$ cat config.mk
export PLATFORM = sky130hd
export DESIGN_NAME = microcode_control
export DESIGN_NICKNAME = d
export VERILOG_FILES = /design/src/common/cpu_ctrl_pkg.sv /design/src/design/opcode_decode.sv /design/src/design/micro_sequencer.sv /design/src/design/control_word_gen.sv /design/src/design/microcode_control.sv
export SDC_FILE = /design/constraint.sdc
export NUM_CORES = 1
export LEC_CHECK = 0
export BUFFER_PORTS_ARGS = -buffer_cell sky130_fd_sc_hd__buf_2
export CELL_PAD_IN_SITES_DETAIL_PLACEMENT = 2
export CELL_PAD_IN_SITES_GLOBAL_PLACEMENT = 2
export CORE_MARGIN = 5
export CORE_UTILIZATION = 34
export CTS_CLUSTER_SIZE = 16
export DETAILED_ROUTE_END_ITERATION = 10
export PLACE_DENSITY_LB_ADDON = 0.1
export SYNTH_ARGS = -nofsm -noshare
export SYNTH_HDL_FRONTEND = slang
export SYNTH_HIERARCHICAL = 1
export SYNTH_SLANG_ARGS = --single-unit
$ cat constraint.sdc
create_clock -name clk -period 2.6 [get_ports clk]
set_input_delay 0.13 -clock clk [delete_from_list [all_inputs] [get_ports clk]]
set_output_delay 0.13 -clock clk [all_outputs]
set_load 0.01 [all_outputs]
$ cat src/common/cpu_ctrl_pkg.sv
package cpu_ctrl_pkg;

    // Opcode byte seen as aaa_bbb_cc fields
    typedef struct packed {
        logic [2:0] aaa;
        logic [2:0] bbb;
        logic [1:0] cc;
    } opcode_fields_t;

    typedef union packed {
        logic [7:0]     raw;
        opcode_fields_t f;
    } opcode_t;

    // Time states
    typedef logic [1:0] t_state_t;
    localparam t_state_t T_IDLE = 2'd0;
    localparam t_state_t T_T0   = 2'd1;
    localparam t_state_t T_T1   = 2'd2;

    // Instruction classes
    localparam logic [3:0] CLS_NOP     = 4'd0;
    localparam logic [3:0] CLS_SHIFT   = 4'd1;
    localparam logic [3:0] CLS_INCDEC  = 4'd2;
    localparam logic [3:0] CLS_XFER    = 4'd3;
    localparam logic [3:0] CLS_FLAG    = 4'd4;
    localparam logic [3:0] CLS_ALU_IMM = 4'd5;
    localparam logic [3:0] CLS_LOAD    = 4'd6;
    localparam logic [3:0] CLS_STORE   = 4'd7;

    // SB bus sources
    localparam logic [2:0] SB_NONE = 3'd0;
    localparam logic [2:0] SB_ACC  = 3'd1;
    localparam logic [2:0] SB_X    = 3'd2;
    localparam logic [2:0] SB_Y    = 3'd3;
    localparam logic [2:0] SB_SP   = 3'd4;
    localparam logic [2:0] SB_ALU  = 3'd5;
    localparam logic [2:0] SB_DB   = 3'd6;

    // DB bus sources
    localparam logic [1:0] DB_NONE = 2'd0;
    localparam logic [1:0] DB_DATA = 2'd1;
    localparam logic [1:0] DB_SB   = 2'd2;
    localparam logic [1:0] DB_ONES = 2'd3;

    // ALU inputs and carry-in
    localparam logic [1:0] AIN_NONE   = 2'd0;
    localparam logic [1:0] AIN_SB     = 2'd1;
    localparam logic [1:0] AIN_ZERO   = 2'd2;
    localparam logic [1:0] BIN_NONE   = 2'd0;
    localparam logic [1:0] BIN_DB     = 2'd1;
    localparam logic [1:0] BIN_NOT_DB = 2'd2;
    localparam logic [1:0] CIN_ZERO   = 2'd0;
    localparam logic [1:0] CIN_ONE    = 2'd1;
    localparam logic [1:0] CIN_PSR    = 2'd2;

    // ALU operations
    localparam logic [2:0] ALU_NONE   = 3'd0;
    localparam logic [2:0] ALU_ADD    = 3'd1;
    localparam logic [2:0] ALU_AND    = 3'd2;
    localparam logic [2:0] ALU_OR     = 3'd3;
    localparam logic [2:0] ALU_XOR    = 3'd4;
    localparam logic [2:0] ALU_RSHIFT = 3'd5;

    // Register codes line up with the SB source codes
    localparam logic [2:0] REG_NONE = 3'd0;
    localparam logic [2:0] REG_ACC  = 3'd1;
    localparam logic [2:0] REG_X    = 3'd2;
    localparam logic [2:0] REG_Y    = 3'd3;
    localparam logic [2:0] REG_SP   = 3'd4;

    // Bit positions in the PSR load mask
    localparam int PSR_C = 0;
    localparam int PSR_I = 1;
    localparam int PSR_D = 2;
    localparam int PSR_V = 3;

    typedef struct packed {
        logic [3:0] inst_class;
        logic [2:0] alu_op;
        logic [2:0] src_reg;
        logic [2:0] dst_reg;
        logic       b_invert;
        logic [1:0] carry_in;
        logic       dec_en;
        logic       write_carry;
        logic       write_overflow;
        logic       load_dest;
        logic [3:0] psr_mask;
        logic       psr_value;
        logic       illegal;
    } decoded_inst_t;

    typedef struct packed {
        logic       pc_inc;
        logic       load_abh;
        logic       load_abl;
        logic       adh_from_pch;
        logic       adl_from_pcl;
        logic [2:0] sb_src;
        logic [1:0] db_src;
        logic [1:0] alu_a_src;
        logic [1:0] alu_b_src;
        logic [2:0] alu_op;
        logic [1:0] alu_carry_src;
        logic       alu_dec_en;
        logic       load_alu;
        logic       load_acc;
        logic       load_x;
        logic       load_y;
        logic       load_sp;
        logic       psr_carry_from_alu;
        logic       psr_overflow_from_alu;
        logic       write_zn;
        logic [3:0] psr_load_mask;
        logic       psr_load_value;
        logic       mem_write;
    } ctrl_word_t;

endpackage

$ cat src/design/opcode_decode.sv
`timescale 1ns/1ps

module opcode_decode (
    input  cpu_ctrl_pkg::opcode_t       opcode,
    output cpu_ctrl_pkg::decoded_inst_t inst
);

    function automatic cpu_ctrl_pkg::decoded_inst_t xfer(input logic [2:0] src,
                                                         input logic [2:0] dst);
        cpu_ctrl_pkg::decoded_inst_t d;
        d = '0;
        d.inst_class = cpu_ctrl_pkg::CLS_XFER;
        d.src_reg    = src;
        d.dst_reg    = dst;
        d.load_dest  = 1'b1;
        return d;
    endfunction

    function automatic cpu_ctrl_pkg::decoded_inst_t flag(input int bit_pos, input logic value);
        cpu_ctrl_pkg::decoded_inst_t d;
        d = '0;
        d.inst_class        = cpu_ctrl_pkg::CLS_FLAG;
        d.psr_mask[bit_pos] = 1'b1;
        d.psr_value         = value;
        return d;
    endfunction

    // Compare is a subtract with carry in set and no write-back
    function automatic cpu_ctrl_pkg::decoded_inst_t compare(input logic [2:0] src);
        cpu_ctrl_pkg::decoded_inst_t d;
        d = '0;
        d.inst_class  = cpu_ctrl_pkg::CLS_ALU_IMM;
        d.alu_op      = cpu_ctrl_pkg::ALU_ADD;
        d.src_reg     = src;
        d.b_invert    = 1'b1;
        d.carry_in    = cpu_ctrl_pkg::CIN_ONE;
        d.write_carry = 1'b1;
        return d;
    endfunction

    always_comb begin
        inst = '0;
        case (opcode.raw)
            8'h0A, 8'h2A, 8'h6A, 8'h4A: begin
                inst.inst_class  = cpu_ctrl_pkg::CLS_SHIFT;
                inst.src_reg     = cpu_ctrl_pkg::REG_ACC;
                inst.dst_reg     = cpu_ctrl_pkg::REG_ACC;
                inst.load_dest   = 1'b1;
                inst.write_carry = 1'b1;
                // aaa[1] picks right shift, aaa[0] picks rotate
                inst.alu_op   = opcode.f.aaa[1] ? cpu_ctrl_pkg::ALU_RSHIFT : cpu_ctrl_pkg::ALU_ADD;
                inst.carry_in = opcode.f.aaa[0] ? cpu_ctrl_pkg::CIN_PSR : cpu_ctrl_pkg::CIN_ZERO;
            end
            8'hE8, 8'hC8, 8'hCA, 8'h88: begin
                inst.inst_class = cpu_ctrl_pkg::CLS_INCDEC;
                inst.alu_op     = cpu_ctrl_pkg::ALU_ADD;
                inst.load_dest  = 1'b1;
                inst.src_reg    = (opcode.raw == 8'hE8 || opcode.raw == 8'hCA) ?
                                  cpu_ctrl_pkg::REG_X : cpu_ctrl_pkg::REG_Y;
                inst.dst_reg    = inst.src_reg;
                // Carry one marks an increment
                inst.carry_in   = (opcode.raw == 8'hE8 || opcode.raw == 8'hC8) ?
                                  cpu_ctrl_pkg::CIN_ONE : cpu_ctrl_pkg::CIN_ZERO;
            end
            8'hAA: inst = xfer(cpu_ctrl_pkg::REG_ACC, cpu_ctrl_pkg::REG_X);
            8'hA8: inst = xfer(cpu_ctrl_pkg::REG_ACC, cpu_ctrl_pkg::REG_Y);
            8'hBA: inst = xfer(cpu_ctrl_pkg::REG_SP, cpu_ctrl_pkg::REG_X);
            8'h8A: inst = xfer(cpu_ctrl_pkg::REG_X, cpu_ctrl_pkg::REG_ACC);
            8'h9A: inst = xfer(cpu_ctrl_pkg::REG_X, cpu_ctrl_pkg::REG_SP);
            8'h98: inst = xfer(cpu_ctrl_pkg::REG_Y, cpu_ctrl_pkg::REG_ACC);
            8'h38: inst = flag(cpu_ctrl_pkg::PSR_C, 1'b1);
            8'hF8: inst = flag(cpu_ctrl_pkg::PSR_D, 1'b1);
            8'h78: inst = flag(cpu_ctrl_pkg::PSR_I, 1'b1);
            8'h18: inst = flag(cpu_ctrl_pkg::PSR_C, 1'b0);
            8'hD8: inst = flag(cpu_ctrl_pkg::PSR_D, 1'b0);
            8'h58: inst = flag(cpu_ctrl_pkg::PSR_I, 1'b0);
            8'hB8: inst = flag(cpu_ctrl_pkg::PSR_V, 1'b0);
            8'hEA: inst.inst_class = cpu_ctrl_pkg::CLS_NOP;
            8'hA2, 8'hA0: begin
                inst.inst_class = cpu_ctrl_pkg::CLS_LOAD;
                inst.dst_reg    = opcode.f.cc[1] ? cpu_ctrl_pkg::REG_X : cpu_ctrl_pkg::REG_Y;
                inst.load_dest  = 1'b1;
            end
            default: begin
                if (opcode.f.cc == 2'b01 && opcode.f.bbb == 3'b010 && opcode.f.aaa != 3'b100) begin
                    inst.inst_class = cpu_ctrl_pkg::CLS_ALU_IMM;
                    inst.src_reg    = cpu_ctrl_pkg::REG_ACC;
                    inst.dst_reg    = cpu_ctrl_pkg::REG_ACC;
                    inst.load_dest  = 1'b1;
                    case (opcode.f.aaa)
                        3'b000: inst.alu_op = cpu_ctrl_pkg::ALU_OR;
                        3'b001: inst.alu_op = cpu_ctrl_pkg::ALU_AND;
                        3'b010: inst.alu_op = cpu_ctrl_pkg::ALU_XOR;
                        3'b101: inst.inst_class = cpu_ctrl_pkg::CLS_LOAD;
                        3'b110: inst = compare(cpu_ctrl_pkg::REG_ACC);
                        default: begin
                            // ADC and SBC, aaa[2] marks the subtract
                            inst.alu_op         = cpu_ctrl_pkg::ALU_ADD;
                            inst.b_invert       = opcode.f.aaa[2];
                            inst.carry_in       = cpu_ctrl_pkg::CIN_PSR;
                            inst.dec_en         = 1'b1;
                            inst.write_carry    = 1'b1;
                            inst.write_overflow = 1'b1;
                        end
                    endcase
                end else if (opcode.f.cc == 2'b00 && opcode.f.bbb == 3'b000 &&
                             opcode.f.aaa[2:1] == 2'b11) begin
                    // CPX at E0, CPY at C0
                    inst = compare(opcode.f.aaa[0] ? cpu_ctrl_pkg::REG_X : cpu_ctrl_pkg::REG_Y);
                end else if (opcode.f.cc != 2'b11 && opcode.f.bbb == 3'b001 &&
                             opcode.f.aaa == 3'b100) begin
                    inst.inst_class = cpu_ctrl_pkg::CLS_STORE;
                    case (opcode.f.cc)
                        2'b01:   inst.src_reg = cpu_ctrl_pkg::REG_ACC;
                        2'b10:   inst.src_reg = cpu_ctrl_pkg::REG_X;
                        default: inst.src_reg = cpu_ctrl_pkg::REG_Y;
                    endcase
                end else begin
                    inst.illegal = 1'b1;
                end
            end
        endcase
    end

endmodule

$ cat src/design/micro_sequencer.sv
`timescale 1ns/1ps

module micro_sequencer (
    input  logic                        clk,
    input  logic                        rst_n,
    input  logic                        opcode_valid,
    input  cpu_ctrl_pkg::decoded_inst_t inst,
    output cpu_ctrl_pkg::decoded_inst_t inst_q,
    output cpu_ctrl_pkg::t_state_t      t_state,
    output logic                        busy
);

    logic accept;

    // New opcode may land while the previous one is in T1
    assign accept = opcode_valid && (t_state != cpu_ctrl_pkg::T_T0);
    assign busy   = (t_state == cpu_ctrl_pkg::T_T0);

    always_ff @(posedge clk) begin
        if (!rst_n) begin
            t_state <= cpu_ctrl_pkg::T_IDLE;
            inst_q  <= '0;
        end else begin
            if (accept) begin
                t_state <= cpu_ctrl_pkg::T_T0;
                inst_q  <= inst;
            end else if (t_state == cpu_ctrl_pkg::T_T0) begin
                t_state <= cpu_ctrl_pkg::T_T1;
            end else begin
                t_state <= cpu_ctrl_pkg::T_IDLE;
            end
        end
    end

    // Busy T0 always lasts exactly one cycle
    a_busy_then_t1: assert property (@(posedge clk) disable iff (!rst_n)
        busy |=> t_state == cpu_ctrl_pkg::T_T1);

    // T1 is only reached through T0
    a_no_idle_to_t1: assert property (@(posedge clk) disable iff (!rst_n)
        t_state == cpu_ctrl_pkg::T_IDLE |=> t_state != cpu_ctrl_pkg::T_T1);

endmodule

$ cat src/design/control_word_gen.sv
`timescale 1ns/1ps

module control_word_gen (
    input  cpu_ctrl_pkg::decoded_inst_t inst,
    input  cpu_ctrl_pkg::t_state_t      t_state,
    output cpu_ctrl_pkg::ctrl_word_t    ctrl,
    output logic                        illegal
);

    logic fetch;

    function automatic cpu_ctrl_pkg::ctrl_word_t load_reg(input cpu_ctrl_pkg::ctrl_word_t cw,
                                                          input logic [2:0] r);
        cpu_ctrl_pkg::ctrl_word_t c;
        c = cw;
        case (r)
            cpu_ctrl_pkg::REG_ACC: c.load_acc = 1'b1;
            cpu_ctrl_pkg::REG_X:   c.load_x   = 1'b1;
            cpu_ctrl_pkg::REG_Y:   c.load_y   = 1'b1;
            cpu_ctrl_pkg::REG_SP:  c.load_sp  = 1'b1;
            default: ;
        endcase
        return c;
    endfunction

    // Immediate operands fetch their byte in T0 as well as T1
    assign fetch = (t_state == cpu_ctrl_pkg::T_T1) ||
                   (t_state == cpu_ctrl_pkg::T_T0 &&
                    (inst.inst_class == cpu_ctrl_pkg::CLS_ALU_IMM ||
                     inst.inst_class == cpu_ctrl_pkg::CLS_LOAD));

    assign illegal = inst.illegal && (t_state == cpu_ctrl_pkg::T_T0);

    always_comb begin
        ctrl = '0;
        if (t_state == cpu_ctrl_pkg::T_T0) begin
            case (inst.inst_class)
                cpu_ctrl_pkg::CLS_SHIFT, cpu_ctrl_pkg::CLS_INCDEC: begin
                    ctrl.sb_src             = inst.src_reg;
                    ctrl.db_src             = cpu_ctrl_pkg::DB_SB;
                    ctrl.alu_a_src          = cpu_ctrl_pkg::AIN_SB;
                    ctrl.alu_b_src          = cpu_ctrl_pkg::BIN_DB;
                    ctrl.alu_op             = inst.alu_op;
                    ctrl.alu_carry_src      = inst.carry_in;
                    ctrl.load_alu           = 1'b1;
                    ctrl.psr_carry_from_alu = inst.write_carry;
                    if (inst.alu_op == cpu_ctrl_pkg::ALU_RSHIFT) begin
                        // Right shift works on input A alone
                        ctrl.db_src    = cpu_ctrl_pkg::DB_NONE;
                        ctrl.alu_b_src = cpu_ctrl_pkg::BIN_NONE;
                    end else if (inst.inst_class == cpu_ctrl_pkg::CLS_INCDEC) begin
                        if (inst.carry_in == cpu_ctrl_pkg::CIN_ONE) begin
                            // 0 + reg + 1
                            ctrl.alu_a_src = cpu_ctrl_pkg::AIN_ZERO;
                        end else begin
                            // reg + FF
                            ctrl.db_src = cpu_ctrl_pkg::DB_ONES;
                        end
                    end
                end
                cpu_ctrl_pkg::CLS_XFER: begin
                    ctrl.sb_src = inst.src_reg;
                    if (inst.load_dest) begin
                        ctrl = load_reg(ctrl, inst.dst_reg);
                    end
                end
                cpu_ctrl_pkg::CLS_FLAG: begin
                    ctrl.psr_load_mask  = inst.psr_mask;
                    ctrl.psr_load_value = inst.psr_value;
                end
                cpu_ctrl_pkg::CLS_ALU_IMM: begin
                    ctrl.db_src                = cpu_ctrl_pkg::DB_DATA;
                    ctrl.sb_src                = inst.src_reg;
                    ctrl.alu_a_src             = cpu_ctrl_pkg::AIN_SB;
                    ctrl.alu_b_src             = inst.b_invert ? cpu_ctrl_pkg::BIN_NOT_DB :
                                                                 cpu_ctrl_pkg::BIN_DB;
                    ctrl.alu_op                = inst.alu_op;
                    ctrl.alu_carry_src         = inst.carry_in;
                    ctrl.alu_dec_en            = inst.dec_en;
                    ctrl.load_alu              = 1'b1;
                    ctrl.psr_carry_from_alu    = inst.write_carry;
                    ctrl.psr_overflow_from_alu = inst.write_overflow;
                end
                cpu_ctrl_pkg::CLS_LOAD: begin
                    ctrl.db_src   = cpu_ctrl_pkg::DB_DATA;
                    ctrl.sb_src   = cpu_ctrl_pkg::SB_DB;
                    ctrl.write_zn = 1'b1;
                    ctrl          = load_reg(ctrl, inst.dst_reg);
                end
                cpu_ctrl_pkg::CLS_STORE: begin
                    // Source register drives the data bus for the write
                    ctrl.sb_src    = inst.src_reg;
                    ctrl.db_src    = cpu_ctrl_pkg::DB_SB;
                    ctrl.mem_write = 1'b1;
                end
                default: ;
            endcase
        end else if (t_state == cpu_ctrl_pkg::T_T1) begin
            if (inst.inst_class == cpu_ctrl_pkg::CLS_SHIFT ||
                inst.inst_class == cpu_ctrl_pkg::CLS_INCDEC ||
                inst.inst_class == cpu_ctrl_pkg::CLS_ALU_IMM) begin
                ctrl.sb_src = cpu_ctrl_pkg::SB_ALU;
                if (inst.load_dest) begin
                    ctrl = load_reg(ctrl, inst.dst_reg);
                end
                if (inst.inst_class == cpu_ctrl_pkg::CLS_ALU_IMM) begin
                    ctrl.db_src   = cpu_ctrl_pkg::DB_SB;
                    ctrl.write_zn = 1'b1;
                end
            end
        end
        if (fetch) begin
            ctrl.pc_inc       = 1'b1;
            ctrl.adh_from_pch = 1'b1;
            ctrl.load_abh     = 1'b1;
            ctrl.adl_from_pcl = 1'b1;
            ctrl.load_abl     = 1'b1;
        end
    end

    // A store cycle must not also write a register
    a_store_no_load: assert final (!(ctrl.mem_write &&
                                     (ctrl.load_acc || ctrl.load_x ||
                                      ctrl.load_y || ctrl.load_sp)));

endmodule

$ cat src/design/microcode_control.sv
`timescale 1ns/1ps

module microcode_control (
    input  logic                     clk,
    input  logic                     rst_n,
    input  logic                     opcode_valid,
    input  cpu_ctrl_pkg::opcode_t    opcode,
    output cpu_ctrl_pkg::ctrl_word_t ctrl,
    output cpu_ctrl_pkg::t_state_t   t_state,
    output logic                     busy,
    output logic                     illegal
);

    cpu_ctrl_pkg::decoded_inst_t inst;
    cpu_ctrl_pkg::decoded_inst_t inst_q;

    opcode_decode opcode_decode_inst (
        .opcode (opcode),
        .inst   (inst)
    );

    micro_sequencer micro_sequencer_inst (
        .clk          (clk),
        .rst_n        (rst_n),
        .opcode_valid (opcode_valid),
        .inst         (inst),
        .inst_q       (inst_q),
        .t_state      (t_state),
        .busy         (busy)
    );

    control_word_gen control_word_gen_inst (
        .inst    (inst_q),
        .t_state (t_state),
        .ctrl    (ctrl),
        .illegal (illegal)
    );

endmodule

==> out/qor.yml <==
post-cts-setup-buffer-count: 0
std_cell_rows: 30
cts_tree: "done"
start_util_pct: 34.65
via_per_inst: 5.515
run_status: "finished, final reports clean"
num-nets-final: 345
ant_nets: 0
leakagePower_nw: 1.073
report.final.slew_viol_count: 0
synth.yosys.seq_area_share_pct: 23.94
ir_drop_v: 0.0001947
routed_len_inst_um: 17.36
grt_antenna_before_repair: 0
cp_slowest_cell: "sky130_fd_sc_hd__dfxtp_1"
clkLatencyLatePin_ns: 0.27
achievable-frequency_mhz: 463.1
wire_length_of_the_first_global_routing_pass_mm: 11.68
final.fill_count: 823
total_wire_length_after_detailed_routing_mm: 7.152
rsz0062_at_grt: "false"
max_slew_margin_pct: 40.73
dieArea_um2: 8644
drt-pass1-iter-count: 4
grt_overflow: 0
synth_area_leaders: "sky130_fd_sc_hd__dfxtp_1, sky130_fd_sc_hd__mux2i_1, sky130_fd_sc_hd__nand2_1, sky130_fd_sc_hd__and2_1, sky130_fd_sc_hd__nor2_1"
hpwlAfterDp_mm: 5.513
critical_path.cell_chain: "and2b_1, or4b_4, o31a_1, buf_2"
worst-slew-pin-transition_ns: 0.8890
data_required_time_of_the_critical_path_ns: 2.47
flip_flop_and_latch_count_after_synthesis: 28
worst_clock_skew_ns: 0.003391
synth_largest_type_area_fraction_pct: 23.94
finalWorstPathRequiredPeriod_ns: 2.159
critPathArrivalTime_ns: 2.03
min_path_cells: 4
post_synth.cell_area_avg_um2: 7.625
critical_path_maximum_fanout: 13
critPathKind: "reg -> out"
clkSinkCount: 28
mappedNetlistArea_um2: 2341
route.vias.total: 2272
root_buffer: "sky130_fd_sc_hd__clkbuf_8"
final_cycle_utilization_of_the_critical_path_pct: 83.05
globalRouteTotalUtil_pct: 16.37
grt_max_degree: 55
synth.lib_cells_used.distinct: 64
postSynth.topFlopCell: "sky130_fd_sc_hd__dfxtp_1"
holdCritPathClass: "in -> reg"
grt_pass1_vias: 2296
die_width_um: 92.98
fin_tns_setup_ns: 0
clock_tree.buffer_depth: 2
mostFrequentLayoutCells: "sky130_fd_sc_hd__nand2_1, sky130_fd_sc_hd__buf_2, sky130_fd_sc_hd__dfxtp_1"
ratio_of_cells_with_drive_above_1_in_the_final_layout_pct: 20.48
die_h_um: 92.98
post-synth-top-area-cell: "sky130_fd_sc_hd__dfxtp_1"
share_of_flip_flops_with_an_asynchronous_set_or_reset_after_synthesis_pct: 0
crit_path_max_incr_delay_ns: 0.61
gpl.final_weighted_congestion: 0.9203
postcts_resize_cnt: 0
synthesis.nets: 318
number_of_enable_flip_flop_cells_after_synthesis: 0
numPortBuffers: 48
cts_hold_repair.buffers: 0
post_synth_inst_count: 307
layout_commonest_cell: "sky130_fd_sc_hd__nand2_1"
worstSetupEndpointType: "output port"
regArea_um2: 560.5
cts-buffers-inserted: 3
remaining_drc_errors: 0
worstRegToRegCells: 4
max_cap_violations: 0
total_count_of_hold_check_failures_in_the_final_report: 0
core_um2: 6756
cts_htree_levels: 1
count_of_routing_violations_after_the_opening_detailed_route_iteration: 75
num_antenna_cells: 0
multi_input_comb_area_um2: 1565
setup-violations-final: 0
area_growth_pct: 8.391
synth.yosys.warnings: 6
power.density_nw_per_um2: 330.3
clkSlewWorstSetupHoldPaths_ns: 0.09
io_pins: 49
utilization_pct: 37.56
worstSetupStartpointType: "register"
==> kinds of logic after synthesis <==
group | after synthesis | synth area share, %
buffers and inverters | 32 | 9.193
XOR/XNOR | 3 | 1.123
other | 1 | 0.1602
multiplexers | 27 | 11.54
AND/OR/NAND/NOR | 169 | 40.03
AO/OA/AOI/OAI | 47 | 14.00
flip-flops | 28 | 23.94
==> power by group <==
group	internal, mW	total (mW)	switching (mW)
Clock	0.104	0.232	0.129
Combinational	0.0559	0.157	0.101
Sequential	0.436	0.449	0.0125
Total	0.596	0.838	0.242
==> worst paths after layout <==
kind | start | slack [ns] | endpoint
min reg2reg | micro_sequencer_inst/inst_q[8] | 0.46 | micro_sequencer_inst/inst_q[8]
min | opcode[2] | 0.35 | micro_sequencer_inst/inst_q[14]
max | micro_sequencer_inst/inst_q[23] | 0.44 | ctrl[22]
max reg2reg | micro_sequencer_inst/t_state[1] | 1.05 | micro_sequencer_inst/inst_q[10]
==> state kept, by name (all words and copies together) (netlist names) <==
name,count
micro_sequencer_inst/inst_q,26
micro_sequencer_inst/t_state,2
==> cell usage after synthesis, types with 2 or more instances <==
| master | count |
|---|---|
| sky130_fd_sc_hd__o2111ai_1 | 3 |
| sky130_fd_sc_hd__nor2_1 | 21 |
| sky130_fd_sc_hd__inv_1 | 4 |
| sky130_fd_sc_hd__nand3b_1 | 4 |
| sky130_fd_sc_hd__mux2i_1 | 27 |
| sky130_fd_sc_hd__nor3b_2 | 2 |
| sky130_fd_sc_hd__a21boi_1 | 2 |
| sky130_fd_sc_hd__xor2_1 | 2 |
| sky130_fd_sc_hd__clkbuf_1 | 4 |
| sky130_fd_sc_hd__nor3b_1 | 6 |
| sky130_fd_sc_hd__and4_1 | 2 |
| sky130_fd_sc_hd__buf_2 | 13 |
| sky130_fd_sc_hd__buf_4 | 8 |
| sky130_fd_sc_hd__a21o_1 | 2 |
| sky130_fd_sc_hd__nand4_1 | 4 |
| sky130_fd_sc_hd__dfxtp_1 | 28 |
| sky130_fd_sc_hd__o21ai_0 | 10 |
| sky130_fd_sc_hd__nor2b_1 | 8 |
| sky130_fd_sc_hd__and3b_1 | 3 |
| sky130_fd_sc_hd__buf_12 | 3 |
| sky130_fd_sc_hd__nand2b_1 | 2 |
| sky130_fd_sc_hd__a21oi_1 | 7 |
| sky130_fd_sc_hd__nor3_1 | 5 |
| sky130_fd_sc_hd__o211ai_1 | 3 |
| sky130_fd_sc_hd__nand2_1 | 71 |
| sky130_fd_sc_hd__nor2b_4 | 2 |
| sky130_fd_sc_hd__nand3_1 | 3 |
| sky130_fd_sc_hd__and2_2 | 2 |
| sky130_fd_sc_hd__a211oi_1 | 5 |
| sky130_fd_sc_hd__a31oi_1 | 2 |
| sky130_fd_sc_hd__and2_1 | 16 |
==> routing by layer <==
layer / part of all wire, % / global-route usage, % / vias to the layer above / wire length (µm)
met5: 0 / 0 / - / 0
met3: 3.7 / 2.172 / 2 / 262
li1: - / - / 1118 / -
met4: 0.35 / 1.954 / 0 / 25
met1: 47 / 21.89 / 1107 / 3352
met2: 49 / 28.85 / 45 / 3511
==> layout make-up <==
type	count	share of cell area [%]
clock buffers	3	1.627
well taps	80	3.945
repair buffers	50	10.06
inverters	4	0.5917
multi-input cells	247	61.69
flip-flops and latches	28	22.09
==> critical path: cells and delay by family (launching register included) <==
kind / cells / cell delay [ns]
flops: 1 / 0.61
simple gates: 2 / 0.77
compound gates: 1 / 0.25
buf+inv: 1 / 0.14
==> metrics by stage <==
step                hold slack [ns]  cell area (µm²)  setup slack (ns)  cells  power (mW)
global placement             0.4398             2496            0.6895    409      0.6142
global route                 0.3874             2537            0.2808    412      0.8813
CTS                          0.3497             2537            0.4111    412      0.8542
detailed placement           0.4516             2496            0.6523    409      0.6162
floorplan                    0.3561             2341             1.103    307      0.5880
finish                       0.3470             2537            0.4407    412      0.8382
(Power assumes the default switching activity.)
